**src/verilog/FpExecTypes.sv**
```systemverilog
/*
 * Shared definitions for the floating-point execution stage:
 *   sizing and format constants,
 *   the op encoding,
 *   the single-precision word with its raw and field views,
 *   the circular tag range check used for selective flush
 */

package FpExecTypes;

    // Active-list tag
    localparam int TAG_BITS = 4;

    // IEEE single precision
    localparam int EXP_BIAS = 127;

    // 24 mantissa bits plus one so the quotient can be normalized
    localparam int QUO_STEPS = 25;

    typedef logic [TAG_BITS-1:0] FpTag;

    typedef enum logic [2:0] {
        OpMul,
        OpDiv,
        OpMin,
        OpMax,
        OpSgnJ,
        OpSgnJn,
        OpSgnJx
    } FpOp;

    // One word, read as raw bits or as IEEE fields
    typedef union packed {
        logic [31:0] bits;
        struct packed {
            logic        sign;
            logic [7:0]  exponent;
            logic [22:0] mantissa;
        } fields;
    } FpWord;

    // True when tag is in [head, tail) on the circular active list
    // head == tail means an empty range
    function automatic logic inFlushRange(FpTag tag, FpTag head, FpTag tail);
        FpTag offset;
        FpTag span;
        // Distances from head wrap naturally in TAG_BITS
        offset = tag - head;
        span = tail - head;
        return offset < span;
    endfunction

endpackage

```
**src/verilog/DivCycleCounter.sv**
```systemverilog
/*
 * Down counter for the divider iterations
 * Loads the step count and flags the final step
 */

module DivCycleCounter import FpExecTypes::*; (
    input  logic       clk,
    input  logic       rstN,
    input  logic       load,
    output logic [4:0] count,
    output logic       last
);
    always_ff @(posedge clk) begin
        if (!rstN) begin
            count <= '0;
        end else if (load) begin
            count <= 5'(QUO_STEPS - 1);
        end else if (count != 5'd0) begin
            count <= count - 1'b1;
        end
    end

    // Final busy cycle
    assign last = count == 5'd1;

endmodule

```
**src/verilog/DivControl.sv**
```systemverilog
/*
 * Divider reservation FSM
 *   Idle -> Busy on a ready request, tag of the owner held
 *   Busy -> Done when the step counter runs out
 *   Done -> Idle when the owner takes its result
 * Flush of the held tag or clear returns to Idle
 */

module DivControl import FpExecTypes::*; (
    input  logic clk,
    input  logic rstN,
    input  logic request,
    input  FpTag requestTag,
    input  logic operandsReady,
    input  logic releaseReq,
    input  logic flushValid,
    input  FpTag flushHead,
    input  FpTag flushTail,
    input  logic clear,
    output logic start,
    output logic ownsResult
);
    typedef enum logic [1:0] {
        Idle,
        Busy,
        Done
    } DivState;

    DivState state;
    FpTag    heldTag;
    logic    heldFlushed;
    logic    last;

    DivCycleCounter i_counter (
        .clk  (clk),
        .rstN (rstN),
        .load (start),
        .count(),
        .last (last)
    );

    assign heldFlushed = flushValid && inFlushRange(heldTag, flushHead, flushTail);
    assign start = (state == Idle) && request && operandsReady && !clear;
    // Only the op that reserved the divider may take the quotient
    assign ownsResult = (state == Done) && (heldTag == requestTag);

    always_ff @(posedge clk) begin
        if (!rstN || clear) begin
            state <= Idle;
        end else begin
            case (state)
                Idle: if (start) state <= Busy;
                Busy: begin
                    if (heldFlushed) begin
                        state <= Idle;
                    end else if (last) begin
                        state <= Done;
                    end
                end
                Done: if (heldFlushed || releaseReq) state <= Idle;
                default: state <= Idle;
            endcase
        end
    end

    always_ff @(posedge clk) begin
        if (start) begin
            heldTag <= requestTag;
        end
    end

endmodule

```
**src/verilog/FpMultiplier.sv**
```systemverilog
/*
 * Pipelined single-precision multiplier
 *   stage 1: mantissa product with hidden bits, exponent sum
 *   stage 2: normalize on the top product bit, truncate
 *   stage 3: zero, overflow and underflow rules
 * Subnormal inputs count as zero, rounding is toward zero
 */

module FpMultiplier import FpExecTypes::*; (
    input  logic  clk,
    input  logic  rstN,
    input  logic  advance,
    input  FpWord lhs,
    input  FpWord rhs,
    output FpWord result
);
    logic [47:0]       prodNext;
    logic signed [9:0] expSumNext;
    logic              zeroNext;

    logic              s1Sign;
    logic              s1Zero;
    logic signed [9:0] s1Exp;
    logic [47:0]       s1Prod;

    logic              s2Sign;
    logic              s2Zero;
    logic signed [9:0] s2Exp;
    logic [22:0]       s2Mant;

    assign prodNext = {1'b1, lhs.fields.mantissa} * {1'b1, rhs.fields.mantissa};
    assign expSumNext = $signed({2'b00, lhs.fields.exponent})
                      + $signed({2'b00, rhs.fields.exponent})
                      - 10'(EXP_BIAS);
    // Exponent zero means zero or subnormal, both flushed
    assign zeroNext = (lhs.fields.exponent == 8'd0) || (rhs.fields.exponent == 8'd0);

    always_ff @(posedge clk) begin
        if (!rstN) begin
            s1Sign <= 1'b0;
            s1Zero <= 1'b1;
            s1Exp <= '0;
            s1Prod <= '0;
            s2Sign <= 1'b0;
            s2Zero <= 1'b1;
            s2Exp <= '0;
            s2Mant <= '0;
        end else if (advance) begin
            s1Sign <= lhs.fields.sign ^ rhs.fields.sign;
            s1Zero <= zeroNext;
            s1Exp <= expSumNext;
            s1Prod <= prodNext;

            s2Sign <= s1Sign;
            s2Zero <= s1Zero;
            // Product of two 1.x values lies in [1, 4)
            if (s1Prod[47]) begin
                s2Exp <= s1Exp + 10'sd1;
                s2Mant <= s1Prod[46:24];
            end else begin
                s2Exp <= s1Exp;
                s2Mant <= s1Prod[45:23];
            end
        end
    end

    always_comb begin
        result = '0;
        result.fields.sign = s2Sign;
        if (s2Zero || s2Exp <= 0) begin
            // Signed zero, underflow included
            result.fields.exponent = 8'd0;
        end else if (s2Exp >= 255) begin
            result.fields.exponent = 8'hFF;
        end else begin
            result.fields.exponent = s2Exp[7:0];
            result.fields.mantissa = s2Mant;
        end
    end

endmodule

```
**src/verilog/FpMiscUnit.sv**
```systemverilog
/*
 * Min, max and sign injection unit
 *   stage 1: sign-magnitude compare in both directions
 *   stage 2: result select, registered
 * Latency matches the multiplier
 */

module FpMiscUnit import FpExecTypes::*; (
    input  logic  clk,
    input  logic  rstN,
    input  logic  advance,
    input  FpOp   op,
    input  FpWord lhs,
    input  FpWord rhs,
    output FpWord result
);
    FpOp   s1Op;
    FpWord s1Lhs;
    FpWord s1Rhs;
    logic  s1LhsLess;
    logic  s1RhsLess;
    FpWord pick;

    // Sign-magnitude order, -0 sorts below +0
    function automatic logic isLess(FpWord a, FpWord b);
        if (a.fields.sign != b.fields.sign) begin
            return a.fields.sign;
        end
        if (a.fields.sign) begin
            return a.bits[30:0] > b.bits[30:0];
        end
        return a.bits[30:0] < b.bits[30:0];
    endfunction

    always_comb begin
        pick = s1Lhs;
        case (s1Op)
            // ties keep lhs
            OpMin: if (s1RhsLess) pick = s1Rhs;
            OpMax: if (s1LhsLess) pick = s1Rhs;
            OpSgnJ: pick.fields.sign = s1Rhs.fields.sign;
            OpSgnJn: pick.fields.sign = !s1Rhs.fields.sign;
            OpSgnJx: pick.fields.sign = s1Lhs.fields.sign ^ s1Rhs.fields.sign;
            default: pick = s1Lhs;
        endcase
    end

    always_ff @(posedge clk) begin
        if (!rstN) begin
            s1Op <= OpMin;
            s1Lhs <= '0;
            s1Rhs <= '0;
            s1LhsLess <= 1'b0;
            s1RhsLess <= 1'b0;
            result <= '0;
        end else if (advance) begin
            s1Op <= op;
            s1Lhs <= lhs;
            s1Rhs <= rhs;
            s1LhsLess <= isLess(lhs, rhs);
            s1RhsLess <= isLess(rhs, lhs);
            result <= pick;
        end
    end

endmodule

```
**src/verilog/FpDivider.sv**
```systemverilog
/*
 * Iterative single-precision divider
 *   restoring division on 24-bit mantissas, one quotient bit per cycle
 *   first bit is formed on start, QUO_STEPS bits in total
 *   normalize, special zeros, overflow and underflow on the output
 * Rounding is toward zero
 */

module FpDivider import FpExecTypes::*; (
    input  logic  clk,
    input  logic  rstN,
    input  logic  start,
    input  FpWord dividend,
    input  FpWord divisor,
    output FpWord quotient
);
    logic [24:0]       rem;
    // Sentinel bit marks progress, top bit set once all bits are in
    logic [25:0]       quo;
    logic [23:0]       divMant;
    logic              sign;
    logic signed [9:0] expDiff;
    logic              zeroDivisor;
    logic              zeroDividend;

    logic [25:0]       firstStep;
    logic [25:0]       iterStep;
    logic signed [9:0] normExp;
    logic [22:0]       normMant;

    // One restoring step, returns quotient bit and shifted remainder
    function automatic logic [25:0] restoreStep(logic [24:0] partial, logic [23:0] den);
        logic [24:0] diff;
        logic        take;
        take = partial >= {1'b0, den};
        diff = partial - {1'b0, den};
        return {take, (take ? diff : partial) << 1};
    endfunction

    assign firstStep = restoreStep({2'b01, dividend.fields.mantissa},
                                   {1'b1, divisor.fields.mantissa});
    assign iterStep = restoreStep(rem, divMant);

    always_ff @(posedge clk) begin
        if (!rstN) begin
            quo <= {1'b1, 25'd0};
        end else if (start) begin
            quo <= {24'd0, 1'b1, firstStep[25]};
        end else if (!quo[25]) begin
            quo <= {quo[24:0], iterStep[25]};
        end
    end

    always_ff @(posedge clk) begin
        if (start) begin
            rem <= firstStep[24:0];
            divMant <= {1'b1, divisor.fields.mantissa};
            sign <= dividend.fields.sign ^ divisor.fields.sign;
            expDiff <= $signed({2'b00, dividend.fields.exponent})
                     - $signed({2'b00, divisor.fields.exponent})
                     + 10'(EXP_BIAS);
            zeroDivisor <= divisor.fields.exponent == 8'd0;
            zeroDividend <= dividend.fields.exponent == 8'd0;
        end else if (!quo[25]) begin
            rem <= iterStep[24:0];
        end
    end

    // Quotient of two 1.x values lies in (0.5, 2)
    assign normExp = quo[24] ? expDiff : expDiff - 10'sd1;
    assign normMant = quo[24] ? quo[23:1] : quo[22:0];

    always_comb begin
        quotient = '0;
        quotient.fields.sign = sign;
        if (zeroDivisor) begin
            quotient.fields.exponent = 8'hFF;
        end else if (zeroDividend || normExp <= 0) begin
            quotient.fields.exponent = 8'd0;
        end else if (normExp >= 255) begin
            quotient.fields.exponent = 8'hFF;
        end else begin
            quotient.fields.exponent = normExp[7:0];
            quotient.fields.mantissa = normMant;
        end
    end

endmodule

```
**src/verilog/FpExecStage.sv**
```systemverilog
/*
 * Floating-point execution stage, one lane, three stages deep
 *   stage registers with selective flush, clear and stall
 *   operand readiness and divider ownership at stage 0
 *   result or replay at stage 2, divider release
 *   multiplier, misc unit, divider and its control
 */

module FpExecStage import FpExecTypes::*; (
    input  logic  clk,
    input  logic  rstN,
    input  logic  stall,
    input  logic  clear,
    input  logic  issueValid,
    input  FpOp   issueOp,
    input  FpTag  issueTag,
    input  FpWord opA,
    input  FpWord opB,
    input  logic  opAReady,
    input  logic  opBReady,
    input  logic  flushValid,
    input  FpTag  flushHead,
    input  FpTag  flushTail,
    output logic  resultValid,
    output FpWord resultData,
    output FpTag  resultTag,
    output logic  replayValid,
    output FpOp   replayOp,
    output FpTag  replayTag
);
    // Stage registers, index 0 is the issue boundary
    logic [2:0] stageValid;
    logic [2:0] stageRegValid;
    FpOp        stageOp [3];
    FpTag       stageTag [3];
    FpWord      stageOpA;
    FpWord      stageOpB;

    logic [2:0] flushHit;
    logic       readyAt0;
    logic       outValid;

    logic       divRequest;
    logic       divStart;
    logic       divOwns;
    logic       divRelease;

    FpWord      mulResult;
    FpWord      miscResult;
    FpWord      divQuotient;

    always_comb begin
        for (int i = 0; i < 3; i++) begin
            flushHit[i] = flushValid && inFlushRange(stageTag[i], flushHead, flushTail);
        end
    end

    // A div op may only finish with a quotient it owns
    assign readyAt0 = stageRegValid[0] && (stageOp[0] != OpDiv || divOwns);
    assign divRequest = stageValid[0] && (stageOp[0] == OpDiv) && !flushHit[0];

    always_ff @(posedge clk) begin
        if (!rstN || clear) begin
            stageValid <= '0;
            stageRegValid <= '0;
        end else if (stall) begin
            // Frozen, but flushes still land
            stageValid <= stageValid & ~flushHit;
        end else begin
            stageValid <= {stageValid[1] & ~flushHit[1], stageValid[0] & ~flushHit[0], issueValid};
            stageRegValid <= {stageRegValid[1], readyAt0, opAReady & opBReady};
        end
    end

    always_ff @(posedge clk) begin
        if (!stall) begin
            stageOp[0] <= issueOp;
            stageTag[0] <= issueTag;
            stageOpA <= opA;
            stageOpB <= opB;
            for (int i = 1; i < 3; i++) begin
                stageOp[i] <= stageOp[i-1];
                stageTag[i] <= stageTag[i-1];
            end
        end
    end

    FpMultiplier i_multiplier (
        .clk    (clk),
        .rstN   (rstN),
        .advance(!stall),
        .lhs    (stageOpA),
        .rhs    (stageOpB),
        .result (mulResult)
    );

    FpMiscUnit i_miscUnit (
        .clk    (clk),
        .rstN   (rstN),
        .advance(!stall),
        .op     (stageOp[0]),
        .lhs    (stageOpA),
        .rhs    (stageOpB),
        .result (miscResult)
    );

    DivControl i_divControl (
        .clk          (clk),
        .rstN         (rstN),
        .request      (divRequest),
        .requestTag   (stageTag[0]),
        .operandsReady(stageRegValid[0]),
        .releaseReq   (divRelease),
        .flushValid   (flushValid),
        .flushHead    (flushHead),
        .flushTail    (flushTail),
        .clear        (clear),
        .start        (divStart),
        .ownsResult   (divOwns)
    );

    // keeps iterating through a stall
    FpDivider i_divider (
        .clk     (clk),
        .rstN    (rstN),
        .start   (divStart),
        .dividend(stageOpA),
        .divisor (stageOpB),
        .quotient(divQuotient)
    );

    assign outValid = stageValid[2] && !flushHit[2] && !stall && !clear;
    assign resultValid = outValid && stageRegValid[2];
    assign replayValid = outValid && !stageRegValid[2];
    assign resultTag = stageTag[2];
    assign replayOp = stageOp[2];
    assign replayTag = stageTag[2];

    // Owner leaving with its quotient frees the divider
    assign divRelease = resultValid && (stageOp[2] == OpDiv);

    always_comb begin
        case (stageOp[2])
            OpMul: resultData = mulResult;
            OpDiv: resultData = divQuotient;
            default: resultData = miscResult;
        endcase
    end

endmodule

```
**config.mk**
```make
export PLATFORM = sky130hd
export DESIGN_NAME = FpExecStage
export DESIGN_NICKNAME = d
export VERILOG_FILES = /design/src/verilog/FpExecTypes.sv /design/src/verilog/DivCycleCounter.sv /design/src/verilog/DivControl.sv /design/src/verilog/FpMultiplier.sv /design/src/verilog/FpMiscUnit.sv /design/src/verilog/FpDivider.sv /design/src/verilog/FpExecStage.sv
export SDC_FILE = /design/constraint.sdc
export NUM_CORES = 2
export LEC_CHECK = 0
export BUFFER_PORTS_ARGS = -buffer_cell sky130_fd_sc_hd__buf_4
export CAP_MARGIN = 20
export CORE_MARGIN = 4
export CORE_UTILIZATION = 30
export CTS_BUF_LIST = sky130_fd_sc_hd__clkbuf_16
export DETAILED_ROUTE_END_ITERATION = 10
export SKIP_CTS_REPAIR_TIMING = 1
export SLEW_MARGIN = 20
export SYNTH_ARGS = -nofsm -noshare
export SYNTH_HDL_FRONTEND = slang
export SYNTH_SLANG_ARGS = --single-unit
```
**constraint.sdc**
```tcl
create_clock -name clk -period 20 [get_ports clk]
set_input_delay 2 -clock clk [delete_from_list [all_inputs] [get_ports clk]]
set_output_delay 2 -clock clk [all_outputs]
set_load 0.005 [all_outputs]
```
### Word level (Yosys, flattened, before mapping)

Memories as Yosys holds them, arrays and structs flattened.
Cells that the tools add are included.

* latch bits: 0
* bits in writable memories: 21
* memory bits (read-only): 0
* output and inout bits: 45
* flip-flop bits (word level): 363
* logic and storage cells: 184
* memories: 2

* shifts and indexed selects: 0
* order comparisons: 14
* multipliers: 1
* muxes and demuxes: 56
* eq/ne operators: 18
* bitwise logic cells: 10
* reduce and logical (&&, ||, !) cells: 38
* divide/modulo/power cells: 0
* add/sub/neg operators: 14

Memories
* stageTag: words 3, bits a word 4, read ports 3, clocked after Yosys merged registers in 0, write ports 3, line FpExecStage.sv:35 `FpTag stageTag [3];`
* stageOp: words 3, bits a word 3, read ports 3, clocked after Yosys merged registers in 0, write ports 3, line FpExecStage.sv:34 `FpOp stageOp [3];`

Operator list (number)
* 23-bit 2-to-1 mux: 7
* 32-bit 2-to-1 mux: 2
* 32-bit one-hot mux with 2 select lines: 1
* 31-bit greater-than comparator: 2
* 31-bit less-than comparator: 2
* 31-bit one-hot mux with 2 select lines: 1
* 26-bit 2-to-1 mux: 2
* 25-bit 2-to-1 mux: 2
* 24-bit by 24-bit multiplier with 48-bit output: 1
* 24-bit 2-to-1 mux: 2
* 24-bit subtractor: 2
* 8-bit 2-to-1 mux: 5
* 25-bit by 24-bit >= comparator with 1-bit output: 1
* 24-bit >= comparator: 1
* 1-bit 2-to-1 mux: 23
* 10-bit by 9-bit >= comparator with 1-bit output (second input constant): 2
* 10-bit by 1-bit less-or-equal comparator with 1-bit output (second input constant): 2
* 10-bit 2-to-1 mux: 2
* 4-bit subtractor: 5
* 1-bit logical AND: 17
* 8-bit logical NOT: 2
* 4-bit less-than comparator: 4
* 10-bit by 2-bit adder with 10-bit output (second input constant): 1
* 10-bit by 8-bit adder with 10-bit output (second input constant): 1
* other kinds (34): 61

### Logic depth before layout (Yosys ltp)

An unclocked memory read counts as a cell.

* word-level depth: 13
* gate-level depth with buffers: 27
* depth with buffers taken out: 25

### Hierarchy

Synthesis repeated with hierarchy kept, for this count alone.

* cell total of the unflattened synthesis: 4187
* area total of the unflattened synthesis: 39150.0 um^2

Modules (own cells, without submodules)
* FpMultiplier: area an instance 21904.8 um^2, instances 1, sequential area each 1441.4 um^2, cells each 2464
* FpDivider: area an instance 7216.9 um^2, instances 1, sequential area each 2322.2 um^2, cells each 828
* FpMiscUnit: area an instance 4996.0 um^2, instances 1, sequential area each 2021.9 um^2, cells each 500
* FpExecStage: area an instance 4201.5 um^2, instances 1, sequential area each 2672.6 um^2, cells each 311
* DivControl: area an instance 569.3 um^2, instances 1, sequential area each 160.2 um^2, cells each 56
* DivCycleCounter: area an instance 261.5 um^2, instances 1, sequential area each 100.1 um^2, cells each 28

### Worst setup path before layout

Ideal clock, no wire load.

* kind: register to register
* from: register stageOpB[18] (netlist name)
* to: register i_multiplier.s1Prod[47]
* arrival: 7.011 ns
* path buffers: 3
* cell stages (with the launch flop): 27
* clock period less this slack: 7.074 ns
* setup time: 0.062 ns
* slack: 12.926 ns
* required time: 19.938 ns
* cells stage by stage: edfxtp_1 -> clkbuf_1 -> inv_1 -> buf_1 -> nor2_1 -> fa_1 -> inv_1 -> fa_1 -> inv_1 -> fa_1 -> fa_1 -> fa_1 -> fa_1 -> inv_1 -> fa_1 -> inv_1 -> ha_1 -> clkbuf_1 -> a21o_1 -> a21o_1 -> a41oi_1 -> o21bai_1 -> o31ai_4 -> o221ai_2 -> a31o_1 -> or4b_1 -> nand3_1

* longest elaborated chain between the ends: 1

Ends and longest elaborated chain
* start, declared: line FpExecStage.sv:37 `FpWord stageOpB;`
* start signal, assigned: line FpExecStage.sv:80 `stageOpB <= opB;`
* 24-bit by 24-bit multiplier with 48-bit output: line FpMultiplier.sv:31 `assign prodNext = {1'b1, lhs.fields.mantissa} * {1'b1, rhs.fields.mantissa};`
* end signal, assigned: line FpMultiplier.sv:52 `s1Prod <= prodNext;`
* end, declared: line FpMultiplier.sv:24 `logic [47:0] s1Prod;`

No other way between the ends.
A chain may end at the register's enable or synchronous reset.

### Final worst setup path

* from: register stageOpA[14] (netlist name)
* to: register i_multiplier.s1Prod[47]

* longest elaborated chain between the ends: 1

Ends and longest elaborated chain
* start, declared: line FpExecStage.sv:36 `FpWord stageOpA;`
* start signal, assigned: line FpExecStage.sv:79 `stageOpA <= opA;`
* 24-bit by 24-bit multiplier with 48-bit output: line FpMultiplier.sv:31

No other way between the ends.

==> metrics <==
Non-Filler Instances=5798; total number of vias=28.6k; IO Pins=132; R2R Setup Slk=11460 ps; syn_area_per_cell=9.23 um^2; cell taking the most area after synthesis=fa_1; DRT iter0 DRCs=2468; Top FF cell, synth=dfxtp_1; # rows=130; Clock Pin Slew Worst Setup and Hold Paths=60 ps; initial antenna violation count=3; total track usage=0.177; via/cell ratio=4.94; synth cell count leaders=inv_1 (717), fa_1 (490), nand2_1 (411), nor2_1 (395), ha_1 (315); Worst Hold Class=flop to flop; Port-buffer cells=131; Util after Layout=0.333; Initial Utilization=0.302; Post-Synth Simple-Gate Area=0.131; synth top area cells=fa_1 (26%), edfxtp_1 (12%), dfxtp_1 (11%), ha_1 (10%), inv_1 (7.1%); ANT nets after route=0; synthesis-to-finish area growth=10.4%; Post-Synth Adder-Cell Area=0.363; Seq/Total Area, Yosys=0.230; die width=363 um; first-pass GRT wire length=181 mm; vias in the first global route=29.4k; share of flip-flops with an asynchronous set or reset=0; Hold Vio Cnt, Final=0; EDFF count, synth=149; origin of the worst setup path=stageOpA[14]$_DFFE_PN_; crit path to=i_multiplier.s1Prod[47]$_SDFFE_PN0N_; startpoint class of the critical path=flop; DRT Pass-1 Iters=5; xor/xnor share of the synthesized area=0.0273; fraction of synthesized area in multiplexers=0.0499; Die Area=0.132 mm^2; Final nets=5006; total grt overflow=0; worst-margin pin slew=1100 ps; setup ws final=11460 ps; max_slew headroom=0.263; Placer Congestion=0.902; Post-Syn Area=0.0379 mm^2; fmax=117 MHz; Final setup violation count=0; RSZ-0062 raised after global routing=false; Placed Instances=5721; Syn Inst Count=4108; status=completed; combinational family with the most area after synthesis=adder cells; area of the core=0.126 mm^2; FF-to-FF path depth=25; Unique masters post-synth=83; routed length per instance=20.1 um; post-DP HPWL=88.8 mm; final setup TNS=0 ps; Tmin final=8540 ps; Clock Latency Late Sink=590 ps; Crit Path Class=flop to flop; r2r endpoint=i_multiplier.s1Prod[47]$_SDFFE_PN0N_; Clock Skew=21.7 ps; flops & latches, synth=361; CP Max Fanout=15; Crit path required time=20530 ps; CTS root buffer=clkbuf_16; Place WS=11620 ps; DRC=0; Net Count, Synth=5000; worst-case clock buffer depth=3; Num CTS Buffers=41; crit path capture type=flop; RR Startpoint=stageOpA[14]$_DFFE_PN_; die span in y=363 um; TritonCTS clock tree=built; Synth Area in Compound Gates=0.105; WL final=117 mm; H-tree depth=2; Sink Count=361; Pins Over Slew Limit=0; layout cells sized above 1=0.0658; largest net degree at the start of global routing=97; most common cell in the netlist=inv_1; share of the synthesized area in the top cell type=0.259; Max Cap Viol=0; Final period util=0.427; Arr. time, crit path=9070 ps; Ys Warns=0
layout make-up:
| type | instances | area [um^2] |
|---|---|---|
| diodes | 1 | 2.50 |
| clock buffers | 47 | 1180 |
| clock inverters | 29 | 191 |
| fillers | 12931 | 83700 |
| inverters | 718 | 2700 |
| multi-input cells | 2809 | 25600 |
| flip-flops and latches | 361 | 8720 |
| well taps | 1650 | 2060 |
| repair buffers | 183 | 1380 |
placed cells by master (no fill, tap or decap), types with 45 or more instances in the layout:
cell type	Yosys	routed
a21o_1	49	49
a21oi_1	153	153
buf_4	11	182
clkbuf_16	0	47
dfxtp_1	212	212
edfxtp_1	149	149
fa_1	490	490
ha_1	315	315
inv_1	717	726
mux2i_1	189	189
nand2_1	411	410
nor2_1	395	395
nor2b_1	99	98
o211a_1	66	66
o21ai_0	122	122
xnor2_1	73	73
xor2_1	45	45
worst max-delay path, stage by stage (launching register included):
cell,delay (ps)
edfxtp_1,970
inv_1,640
nor2_1,270
fa_1,470
fa_1,540
inv_1,60
fa_1,530
inv_1,50
fa_1,490
inv_1,50
fa_1,530
inv_1,50
fa_1,520
inv_1,60
fa_1,480
inv_1,50
ha_1,320
o211ai_1,180
o21ai_0,90
o2bb2ai_1,580
a2111oi_4,150
o31ai_4,330
o221ai_2,190
a31o_1,290
or4b_1,470
nand3_1,90
logic make-up (layout without fill, tap and decap cells):
logic type | Yosys count | count (layout)
DFF | 361 | 361
buffers and inverters | 938 | 977
AOI/OAI and AO/OA | 582 | 582
xor gates and xnor gates | 118 | 118
other | 0 | 1
adders and majority gates | 805 | 805
muxes | 189 | 189
and+or+nand+nor | 1115 | 1115
how the worst min path moves through the flow:
stage | depth (start not counted) | to | from | slack [ps]
finish | 0 | stageOp[0][8]$_DFFE_PN_ | stageOp[0][5]$_DFFE_PN_ | 430
global route | 0 | stageOp[0][6]$_DFFE_PN_ | stageOp[0][3]$_DFFE_PN_ | 440
CTS | 0 | stageOp[0][6]$_DFFE_PN_ | stageOp[0][3]$_DFFE_PN_ | 420
detailed placement | 0 | stageOp[0][8]$_DFFE_PN_ | stageOp[0][5]$_DFFE_PN_ | 410
global placement | 0 | stageOp[0][7]$_DFFE_PN_ | stageOp[0][4]$_DFFE_PN_ | 400
floorplan | 0 | stageOp[0][6]$_DFFE_PN_ | stageOp[0][3]$_DFFE_PN_ | 400
per-stage QoR:
step | area (um^2) | hold WS, ps
2_1_floorplan | 37900 | 400
3_3_place_gp | 40500 | 403
3_5_place_dp | 40500 | 407
4_1_cts | 41900 | 423
5_1_grt | 41900 | 435
6_report | 41900 | 426
registers in the layout, indices dropped and copies added, names as in the netlist, 2 cells and up:
register	cells
i_miscUnit.result	32
i_miscUnit.s1Lhs	32
i_miscUnit.s1Rhs	32
stageOpA	32
stageOpB	32
i_divider.quo	26
i_multiplier.s1Prod	25
i_divider.rem	24
i_divider.divMant	23
i_multiplier.s2Mant	23
stageTag	12
i_divider.expDiff	10
i_multiplier.s1Exp	10
i_multiplier.s2Exp	10
stageOp	9
i_divControl.i_counter.count	5
i_divControl.heldTag	4
i_miscUnit.s1Op	3
stageRegValid	3
stageValid	3
i_divControl.state	2
layer usage:
metal,up-vias,GRT usage,share of wire
met4,0,0.0527,0.031
met5,-,0,0
met1,14211,0.242,0.43
met2,1070,0.284,0.45
met3,199,0.0351,0.085
li1,13163,-,-
Power is left out: the tool's default activity adds up to more than one toggle a clock period on the data nets, which glitch-free logic cannot reach.
